[src/forth_pkg.sv]
//////////////////////////////
// Forth serial shared definitions
// Cell and byte widths, UART bit timing,
// the one-character word codes and the
// stack operation and FSM encodings
//////////////////////////////
package forth_pkg;

	// Data widths
	typedef logic [31:0] cell_t;
	typedef logic [7:0]  byte_t;
	// Bit 0 green, bit 1 blue, bit 2 red
	typedef logic [2:0]  led_t;

	// Circular data stack
	localparam int STACK_DEPTH = 16;
	typedef logic [$clog2(STACK_DEPTH)-1:0] sp_t;

	// Clocks per UART bit, any value above 4
	localparam int CLKS_PER_BIT = 16;
	typedef logic [$clog2(CLKS_PER_BIT)-1:0] bit_cnt_t;

	//////////////////////////////
	// Word characters
	//////////////////////////////
	localparam byte_t CHAR_ZERO    = "0";
	localparam byte_t CHAR_NINE    = "9";
	localparam byte_t CHAR_ADD     = "+";
	localparam byte_t CHAR_SUB     = "-";
	localparam byte_t CHAR_AND     = "&";
	localparam byte_t CHAR_OR      = "|";
	localparam byte_t CHAR_EQ      = "=";
	localparam byte_t CHAR_DUP     = "d";
	localparam byte_t CHAR_OVER    = "o";
	localparam byte_t CHAR_DROP    = "x";
	localparam byte_t CHAR_NEGATE  = "n";
	localparam byte_t CHAR_NOT     = "~";
	localparam byte_t CHAR_ZERO_EQ = "z";
	localparam byte_t CHAR_EMIT    = ".";
	localparam byte_t CHAR_LED     = "l";
	// Blanks: space and LF through CR
	localparam byte_t CHAR_SPACE   = " ";
	localparam byte_t CHAR_LF      = 8'd10;
	localparam byte_t CHAR_CR      = 8'd13;
	// Reply to an unknown word
	localparam byte_t CHAR_ERROR   = "?";

	typedef enum logic [3:0] {
		OP_NONE, OP_PUSH, OP_ADD, OP_SUB, OP_AND, OP_OR, OP_EQ,
		OP_DUP, OP_OVER, OP_DROP, OP_NEGATE, OP_NOT, OP_ZERO_EQ
	} stack_op_e;

	// Interpreter FSM
	typedef enum logic [1:0] {IDLE, DECODE, EMIT_WAIT} interp_state_e;

endpackage

[src/data_stack.sv]
`timescale 1ns/1ps
//////////////////////////////
// Forth data stack
// 16 circular cells with the ALU that
// applies one stack operation per cycle
//////////////////////////////
module data_stack import forth_pkg::*; (
	input  logic      clk,
	input  logic      reset,
	input  stack_op_e stack_op,
	input  cell_t     push_data,
	output cell_t     top
);

	cell_t cells [STACK_DEPTH];
	sp_t   sp;
	sp_t   sp_up;
	sp_t   sp_dn;
	cell_t second;

	// Write port and next pointer
	logic  wr_en;
	sp_t   wr_addr;
	cell_t wr_data;
	sp_t   sp_next;

	// Pointer wraps, no overflow or underflow check
	assign sp_up  = sp + 1'b1;
	assign sp_dn  = sp - 1'b1;
	assign top    = cells[sp];
	assign second = cells[sp_dn];

	//////////////////////////////
	// ALU
	//////////////////////////////
	always_comb begin
		wr_en   = 1'b1;
		wr_addr = sp_dn;
		wr_data = top;
		sp_next = sp_dn;
		case (stack_op)
			OP_PUSH: begin
				wr_addr = sp_up;
				wr_data = push_data;
				sp_next = sp_up;
			end
			// Binary ops land one cell down
			OP_ADD: wr_data = second + top;
			OP_SUB: wr_data = second - top;
			OP_AND: wr_data = second & top;
			OP_OR:  wr_data = second | top;
			OP_EQ:  wr_data = (second == top) ? '1 : '0;
			OP_DUP: begin
				wr_addr = sp_up;
				sp_next = sp_up;
			end
			OP_OVER: begin
				wr_addr = sp_up;
				wr_data = second;
				sp_next = sp_up;
			end
			// Only the pointer moves
			OP_DROP: wr_en = 1'b0;
			// Unary ops rewrite the top in place
			OP_NEGATE: begin
				wr_addr = sp;
				wr_data = -top;
				sp_next = sp;
			end
			OP_NOT: begin
				wr_addr = sp;
				wr_data = ~top;
				sp_next = sp;
			end
			OP_ZERO_EQ: begin
				wr_addr = sp;
				wr_data = (top == '0) ? '1 : '0;
				sp_next = sp;
			end
			default: begin
				wr_en   = 1'b0;
				sp_next = sp;
			end
		endcase
	end

	always_ff @(posedge clk or negedge reset) begin
		if (!reset) begin
			sp <= '0;
			for (int i = 0; i < STACK_DEPTH; i++) begin
				cells[i] <= '0;
			end
		end else begin
			sp <= sp_next;
			if (wr_en) begin
				cells[wr_addr] <= wr_data;
			end
		end
	end

	// Interpreter always drives a defined op
	a_op_known: assert property (@(posedge clk) disable iff (!reset) !$isunknown(stack_op))
		else $error("stack_op unknown");

endmodule

[src/forth_interp.sv]
`timescale 1ns/1ps
//////////////////////////////
// Forth word interpreter
// Decodes each received character as a word
// and drives stack, emit, LED and error actions
//////////////////////////////
module forth_interp import forth_pkg::*; (
	input  logic      clk,
	input  logic      reset,
	input  byte_t     rx_data,
	input  logic      rx_valid,
	output logic      rx_ready,
	output stack_op_e stack_op,
	output cell_t     push_data,
	input  cell_t     top,
	output byte_t     tx_data,
	output logic      tx_valid,
	input  logic      tx_ready,
	output logic      led_r,
	output logic      led_g,
	output logic      led_b
);

	interp_state_e state;
	byte_t         word_q;
	led_t          led_q;
	stack_op_e     dec_op;
	logic          is_emit;
	logic          is_led;
	logic          is_error;

	assign rx_ready  = (state == IDLE);
	// One stack op, and only in DECODE
	assign stack_op  = (state == DECODE) ? dec_op : OP_NONE;
	// Single-digit number
	assign push_data = cell_t'(word_q - CHAR_ZERO);

	// Active-low RGB
	assign led_g = led_q[0];
	assign led_b = led_q[1];
	assign led_r = led_q[2];

	//////////////////////////////
	// Word decode
	//////////////////////////////
	always_comb begin
		dec_op   = OP_NONE;
		is_emit  = 1'b0;
		is_led   = 1'b0;
		is_error = 1'b0;
		case (word_q) inside
			[CHAR_ZERO:CHAR_NINE]: dec_op = OP_PUSH;
			CHAR_ADD:     dec_op = OP_ADD;
			CHAR_SUB:     dec_op = OP_SUB;
			CHAR_AND:     dec_op = OP_AND;
			CHAR_OR:      dec_op = OP_OR;
			CHAR_EQ:      dec_op = OP_EQ;
			CHAR_DUP:     dec_op = OP_DUP;
			CHAR_OVER:    dec_op = OP_OVER;
			CHAR_DROP:    dec_op = OP_DROP;
			CHAR_NEGATE:  dec_op = OP_NEGATE;
			CHAR_NOT:     dec_op = OP_NOT;
			CHAR_ZERO_EQ: dec_op = OP_ZERO_EQ;
			// Emit and io_led both consume the top cell
			CHAR_EMIT: begin
				dec_op  = OP_DROP;
				is_emit = 1'b1;
			end
			CHAR_LED: begin
				dec_op = OP_DROP;
				is_led = 1'b1;
			end
			// Blanks do nothing
			CHAR_SPACE, [CHAR_LF:CHAR_CR]: dec_op = OP_NONE;
			default: is_error = 1'b1;
		endcase
	end

	// Control FSM
	always_ff @(posedge clk or negedge reset) begin
		if (!reset) begin
			state    <= IDLE;
			tx_valid <= 1'b0;
			led_q    <= '1;
		end else begin
			case (state)
				IDLE: begin
					if (rx_valid) begin
						state <= DECODE;
					end
				end
				DECODE: begin
					if (is_led) begin
						led_q <= ~top[2:0];
					end
					if (is_emit || is_error) begin
						tx_valid <= 1'b1;
						state    <= EMIT_WAIT;
					end else begin
						state <= IDLE;
					end
				end
				EMIT_WAIT: begin
					// Leaves on the transfer edge
					if (tx_ready) begin
						tx_valid <= 1'b0;
						state    <= IDLE;
					end
				end
				default: state <= IDLE;
			endcase
		end
	end

	// Word and outgoing byte
	always_ff @(posedge clk) begin
		if (state == IDLE && rx_valid) begin
			word_q <= rx_data;
		end
		// Top is still the pre-drop value here
		if (state == DECODE) begin
			tx_data <= is_emit ? top[7:0] : CHAR_ERROR;
		end
	end

	a_tx_hold: assert property (@(posedge clk) disable iff (!reset)
		tx_valid && !tx_ready |=> tx_valid && $stable(tx_data))
		else $error("tx_valid dropped or tx_data changed before tx_ready");

endmodule

[src/forth_serial.sv]
`timescale 1ns/1ps
//////////////////////////////
// Serial Forth processor top
// UART in, interpreter and stack, UART out
//////////////////////////////
module forth_serial import forth_pkg::*; (
	input  logic clk,
	input  logic reset,
	input  logic rx,
	output logic tx,
	output logic led_r,
	output logic led_g,
	output logic led_b
);

	// Receive stream
	byte_t     rx_data;
	logic      rx_valid;
	logic      rx_ready;
	// Transmit stream
	byte_t     tx_data;
	logic      tx_valid;
	logic      tx_ready;
	// Stack port
	stack_op_e stack_op;
	cell_t     push_data;
	cell_t     top;

	uart_rx u_uart_rx (
		.clk      (clk),
		.reset    (reset),
		.rx       (rx),
		.rx_data  (rx_data),
		.rx_valid (rx_valid),
		.rx_ready (rx_ready)
	);

	forth_interp u_forth_interp (
		.clk       (clk),
		.reset     (reset),
		.rx_data   (rx_data),
		.rx_valid  (rx_valid),
		.rx_ready  (rx_ready),
		.stack_op  (stack_op),
		.push_data (push_data),
		.top       (top),
		.tx_data   (tx_data),
		.tx_valid  (tx_valid),
		.tx_ready  (tx_ready),
		.led_r     (led_r),
		.led_g     (led_g),
		.led_b     (led_b)
	);

	data_stack u_data_stack (
		.clk       (clk),
		.reset     (reset),
		.stack_op  (stack_op),
		.push_data (push_data),
		.top       (top)
	);

	uart_tx u_uart_tx (
		.clk      (clk),
		.reset    (reset),
		.tx_data  (tx_data),
		.tx_valid (tx_valid),
		.tx_ready (tx_ready),
		.tx       (tx)
	);

endmodule

[src/uart_rx.sv]
`timescale 1ns/1ps
//////////////////////////////
// UART receiver
// Samples 8N1 frames at the bit centres
// and holds each byte on a valid/ready stream
//////////////////////////////
module uart_rx import forth_pkg::*; (
	input  logic  clk,
	input  logic  reset,
	input  logic  rx,
	output byte_t rx_data,
	output logic  rx_valid,
	input  logic  rx_ready
);

	typedef enum logic [1:0] {RX_IDLE, RX_START, RX_DATA, RX_STOP} rx_state_e;

	rx_state_e  state;
	bit_cnt_t   clk_cnt;
	logic [2:0] bit_idx;
	logic       rx_meta;
	logic       rx_sync;
	logic       bit_end;

	// Two-flop synchronizer, line idles high
	always_ff @(posedge clk or negedge reset) begin
		if (!reset) begin
			rx_meta <= 1'b1;
			rx_sync <= 1'b1;
		end else begin
			rx_meta <= rx;
			rx_sync <= rx_meta;
		end
	end

	// Centre of a data or stop bit
	assign bit_end = (clk_cnt == bit_cnt_t'(CLKS_PER_BIT - 1));

	//////////////////////////////
	// Frame FSM
	//////////////////////////////
	always_ff @(posedge clk or negedge reset) begin
		if (!reset) begin
			state    <= RX_IDLE;
			clk_cnt  <= '0;
			bit_idx  <= '0;
			rx_valid <= 1'b0;
		end else begin
			// Byte taken by the interpreter
			if (rx_valid && rx_ready) begin
				rx_valid <= 1'b0;
			end
			case (state)
				RX_IDLE: begin
					clk_cnt <= '0;
					bit_idx <= '0;
					// Held byte blocks a new frame
					if (!rx_sync && !rx_valid) begin
						state <= RX_START;
					end
				end
				RX_START: begin
					if (clk_cnt == bit_cnt_t'(CLKS_PER_BIT / 2 - 1)) begin
						clk_cnt <= '0;
						// Glitch, not a start bit
						state   <= rx_sync ? RX_IDLE : RX_DATA;
					end else begin
						clk_cnt <= clk_cnt + 1'b1;
					end
				end
				RX_DATA: begin
					if (bit_end) begin
						clk_cnt <= '0;
						bit_idx <= bit_idx + 1'b1;
						if (bit_idx == 3'd7) begin
							state <= RX_STOP;
						end
					end else begin
						clk_cnt <= clk_cnt + 1'b1;
					end
				end
				RX_STOP: begin
					if (bit_end) begin
						clk_cnt <= '0;
						state   <= RX_IDLE;
						// Low stop bit means a framing error, byte dropped
						if (rx_sync) begin
							rx_valid <= 1'b1;
						end
					end else begin
						clk_cnt <= clk_cnt + 1'b1;
					end
				end
				default: state <= RX_IDLE;
			endcase
		end
	end

	// LSB first into the top of the shift register
	always_ff @(posedge clk) begin
		if (state == RX_DATA && bit_end) begin
			rx_data <= {rx_sync, rx_data[7:1]};
		end
	end

	// Offered byte stays until the interpreter takes it
	a_rx_hold: assert property (@(posedge clk) disable iff (!reset)
		rx_valid && !rx_ready |=> rx_valid && $stable(rx_data))
		else $error("rx_valid dropped or rx_data changed without a transfer");

endmodule

[src/uart_tx.sv]
`timescale 1ns/1ps
//////////////////////////////
// UART transmitter
// Takes a byte on a valid/ready stream
// and shifts it out as an 8N1 frame
//////////////////////////////
module uart_tx import forth_pkg::*; (
	input  logic  clk,
	input  logic  reset,
	input  byte_t tx_data,
	input  logic  tx_valid,
	output logic  tx_ready,
	output logic  tx
);

	typedef enum logic [1:0] {TX_IDLE, TX_START, TX_DATA, TX_STOP} tx_state_e;

	tx_state_e  state;
	bit_cnt_t   clk_cnt;
	logic [2:0] bit_idx;
	byte_t      shift;
	logic       bit_end;

	// Ready only between frames
	assign tx_ready = (state == TX_IDLE);
	assign bit_end  = (clk_cnt == bit_cnt_t'(CLKS_PER_BIT - 1));

	always_ff @(posedge clk or negedge reset) begin
		if (!reset) begin
			state   <= TX_IDLE;
			clk_cnt <= '0;
			bit_idx <= '0;
			tx      <= 1'b1;
		end else begin
			if (state != TX_IDLE) begin
				clk_cnt <= bit_end ? '0 : clk_cnt + 1'b1;
			end
			case (state)
				TX_IDLE: begin
					clk_cnt <= '0;
					bit_idx <= '0;
					if (tx_valid) begin
						// Start bit from the next cycle
						tx    <= 1'b0;
						state <= TX_START;
					end
				end
				TX_START: begin
					if (bit_end) begin
						tx    <= shift[0];
						state <= TX_DATA;
					end
				end
				TX_DATA: begin
					if (bit_end) begin
						bit_idx <= bit_idx + 1'b1;
						// Stop bit after the eighth data bit
						tx      <= (bit_idx == 3'd7) ? 1'b1 : shift[0];
						if (bit_idx == 3'd7) begin
							state <= TX_STOP;
						end
					end
				end
				TX_STOP: begin
					if (bit_end) begin
						state <= TX_IDLE;
					end
				end
				default: state <= TX_IDLE;
			endcase
		end
	end

	// Shifter, next bit always at shift[0]
	always_ff @(posedge clk) begin
		if (tx_ready && tx_valid) begin
			shift <= tx_data;
		end else if (bit_end && (state == TX_START || state == TX_DATA)) begin
			shift <= shift >> 1;
		end
	end

	// Line idles high between frames
	a_tx_idle: assert property (@(posedge clk) disable iff (!reset) tx_ready |-> tx)
		else $error("tx low while transmitter idle");

endmodule

[config.mk]
export PLATFORM = sky130hd
export DESIGN_NAME = forth_serial
export DESIGN_NICKNAME = d
export VERILOG_FILES = /design/src/forth_pkg.sv /design/src/data_stack.sv /design/src/forth_interp.sv /design/src/forth_serial.sv /design/src/uart_rx.sv /design/src/uart_tx.sv
export SDC_FILE = /design/constraint.sdc
export NUM_CORES = 2
export LEC_CHECK = 0
export BUFFER_PORTS_ARGS = -buffer_cell sky130_fd_sc_hd__buf_2
export CELL_PAD_IN_SITES_DETAIL_PLACEMENT = 0
export CELL_PAD_IN_SITES_GLOBAL_PLACEMENT = 1
export CORE_ASPECT_RATIO = 1.5
export CORE_UTILIZATION = 52
export DETAILED_ROUTE_END_ITERATION = 8
export PLACE_DENSITY_LB_ADDON = 0.1
export SYNTH_ARGS = -nofsm -noshare
export SYNTH_HDL_FRONTEND = slang
export SYNTH_SLANG_ARGS = --single-unit
[constraint.sdc]
create_clock -name clk -period 9 [get_ports clk]
set_input_delay 1.8 -clock clk [delete_from_list [all_inputs] [get_ports clk]]
set_output_delay 1.8 -clock clk [all_outputs]
set_load 0.05 [all_outputs]
==> key figures <==
Cells and area
  • Commonest non-fill, non-tap cell in the layout: nand2_1
  • Nets: 3683
  • Area Growth Syn to Fin: 7.146%
  • Layout cells sized above 1: 15.90%
  • Diodes inserted: 0
  • Commonest non-fill, non-tap cells in the layout: 701 x nand2_1, 534 x dfrtp_1, 475 x o21ai_0

Pwr
  • Internal Power: 0.005028 W
  • Net Sw Frac: 36.79%
  • Cell area power density: 201.6 mW/mm2
  • Gate power share: 34.4%
  • Max IR drop VDD: 0.1876 mV
  • Switching power: 0.002927 W
  • Pleak: 16.31 nW
  • Sequential share of power: 34.2%
  • Clock share of power: 31.4%

Timing
  • Tmin final: 7.444 ns
  • Final hold slack: 0.3585 ns
  • Final Max Tran Viols: 0
  • RSZ-0062 raised after global routing: no
  • Fmax: 0.1343 GHz
  • Final worst-path cycle share: 82.71%
  • Final setup violation count: 0
  • Worst Skew: 0.02308 ns
  • Final Worst Setup Slack: 1.556 ns
  • Setup TNS: 0 ns
  • Final hold vios: 0
  • Worst Max-Slew Pin Slew: 1.374 ns
  • Relative slew slack: 8.379%

Floorplanning
  • Die W: 219.3 um
  • Height of the die: 327.9 um
  • Row cnt: 119
  • Core region area: 0.07013 mm2
  • Ports: 7
  • Die area: 0.07190 mm2
  • Initial Util: 52.50%

Setup path
  • Critical-path top delay cell: o221ai_1
  • Critical path's most frequent cell: o21ai_0
  • Crit path max fanout: 114
  • Critical Path Sink Type: flop
  • Critical path class: reg2reg
  • Worst-path cell chain: buf_12 > buf_12 > mux4_2 > nand2_1 > nand2_1 > o21ai_0 > inv_1 > ha_1 > or4_1 > or3_1 > or2_2 > o22ai_1 > o21ai_0 > nand2b_1 > a21oi_1 > nand3_1 > o221ai_1 > o21ai_0
  • Worst setup SP type: flop
  • Critical Path AT: 7.90 ns
  • WP data required: 9.45 ns
  • CP max stage delay: 1.10 ns

CTS
  • Clock Tree Root: clkbuf_16
  • Setup bufs post-CTS: 0
  • CTS Buf Count: 56
  • Clock latency on the worst-skew pair: 0.65 ns
  • Max clock buf depth: 3
  • Clock slew at reported path FFs: 0.07 ns
  • Sink Count: 576
  • CTS tree: yes
  • Post-cts sizing count: 0
  • H-tree depth: 2
  • Hold-fix buffers, CTS: 0

Yosys
  • Avg Cell Area, Syn: 9.895 um2
  • Mapped Nets: 3838
  • Post-synthesis sequential area ratio: 39.60%
  • Ys flop type: dfrtp_1
  • Post-synthesis cell type count: 93
  • YS warnings: 0
  • Synth Register Bits: 576
  • Post-Syn Area: 0.03682 mm2
  • Fraction of registers with async set/reset: 94.44%
  • Number of flops mapped to enable cells by yosys: 32
  • Post-Synthesis Cells: 3721

GRT
  • Largest net degree at the start of global routing: 153
  • Tot GR Track Use: 36.19%
  • First-pass GRT wire length: 193.3 mm
  • Gr ovfl total: 0
  • Initial antenna violation count: 2
  • Vias in the first global route: 30340

Placed design
  • IO Port Bufs: 6
  • RD Place Congestion: 1.091
  • DP HPWL: 83.83 mm
  • Dpl ws: 1.658 ns

Route
  • DRT iter0 DRCs: 3229
  • Routed vias: 30590
  • Per-cell routed wire length: 28.41 um
  • DRC: 0
  • Vias/cell: 6.770
  • 1st-pass router iterations: 6
  • Post-DRT Antenna Nets: 0
  • Final WL: 128.4 mm

Flow run
  • Max Cap Violations: 0

Hold path
  • Hold Path Class: reg2reg

Status
  • Status: finished, final reports clean
[layer usage]
layer | part of all wire (%) | up-vias | wire length, um | global-route usage, %
li1 | - | 13360 | - | -
met1 | 38 | 15380 | 48560 | 45.57
met2 | 49 | 1471 | 62440 | 59.65
met3 | 7.4 | 381 | 9558 | 5.676
met4 | 6.1 | 0 | 7806 | 19.58
met5 | 0 | - | 0 | 0
[power groups by stage]
stage / registers [W] / clock network (W) / logic (W)
floorplan: 0.00274 / 0 / 0.00181
global placement: 0.00276 / 0 / 0.00265
detailed placement: 0.00277 / 0 / 0.00267
CTS: 0.00272 / 0.00254 / 0.00268
global route: 0.00272 / 0.00264 / 0.00288
finish: 0.00272 / 0.00250 / 0.00274
[flip-flops by register name, indices dropped and copies added (netlist names), 2 cells and up, named ones only]
register,flops
u_data_stack.cells,512
u_data_stack.sp,4
u_forth_interp.led_q,3
u_forth_interp.state,2
u_forth_interp.tx_data,8
u_forth_interp.word_q,8
u_uart_rx.bit_idx,3
u_uart_rx.clk_cnt,4
u_uart_rx.rx_data,8
u_uart_tx.bit_idx,3
u_uart_tx.clk_cnt,4
u_uart_tx.shift,8
u_uart_tx.state,2
[cell usage after synthesis (16+ instances only)]
cell type | n | area [um2]
nand3_1 | 82 | 410.4
clkbuf_1 | 223 | 837.1
nand4_1 | 29 | 181.4
o21ai_1 | 58 | 290.3
a211oi_1 | 24 | 180.2
mux4_2 | 263 | 5923
and3_1 | 18 | 112.6
o211ai_1 | 42 | 315.3
nor2b_1 | 23 | 143.9
inv_1 | 111 | 416.7
ha_1 | 112 | 1401
mux2i_1 | 53 | 530.5
mux2_2 | 49 | 551.8
nand2_1 | 702 | 2635
and2_1 | 18 | 112.6
a21oi_1 | 109 | 545.5
nor3_1 | 54 | 270.3
buf_2 | 44 | 220.2
xnor2_1 | 41 | 359.1
edfxtp_1 | 32 | 960.9
o22ai_1 | 27 | 168.9
nor2_1 | 122 | 457.9
dfrtp_1 | 538 | 13460
o31ai_1 | 83 | 623.1
a22o_1 | 19 | 166.4
a21o_1 | 16 | 120.1
o21ai_0 | 475 | 2377
[metrics by stage]
stage               power, W  cells  util, %  cell area (um2)
global route        0.008242   4518    56.26            39450
global placement    0.005412   4415    53.46            37490
floorplan           0.004549   3721        -            36820
CTS                 0.007936   4518    56.26            39450
detailed placement  0.005433   4415    53.47            37500
finish              0.007955   4518    56.26            39450
[final timing paths]
check | cells after the start | endpoint | start | slack (ns)
setup / recovery | 18 | u_data_stack.cells[287] | u_data_stack.sp[0] | 1.56
hold / removal | 0 | u_uart_rx.rx_sync | u_uart_rx.rx_meta | 0.36
setup reg to reg | 18 | u_data_stack.cells[287] | u_data_stack.sp[0] | 1.56
hold reg to reg | 0 | u_uart_rx.rx_sync | u_uart_rx.rx_meta | 0.36
max in group asynchronous | 3 | u_data_stack.cells[373] | reset | 5.83
min in group asynchronous | 1 | u_data_stack.cells[280] | reset | 1.11
[cell type report]
class / count / area, um2
clock buffers: 81 / 1670
clock inverters: 22 / 282.8
fillers: 6041 / 30680
inverters: 119 / 446.7
multi-input cells: 2718 / 20500
flip-flops and latches: 576 / 14590
well taps: 907 / 1135
repair buffers: 95 / 820.8
[critical path, delay by kind of cell, from the launching register on]
family / cells / cell delay, ns
compound gates: 6 / 2.38
fa+ha+maj: 1 / 0.45
simple gates: 7 / 1.78
mux: 1 / 0.59
buf+inv: 3 / 1.29
flops: 1 / 0.44
[logic make-up after synthesis]
group	count (synthesis)	share of synthesized area [%]
AND/OR/NAND/NOR	1158	13.97
AO/OA/AOI/OAI	1033	17.33
multiplexers	366	19.10
buffers and inverters	427	4.961
XOR/XNOR	47	1.118
flip-flops	576	39.60
adder cells (fa/ha/maj)	114	3.915
No activity file was read; power rests on OpenSTA's default activity.
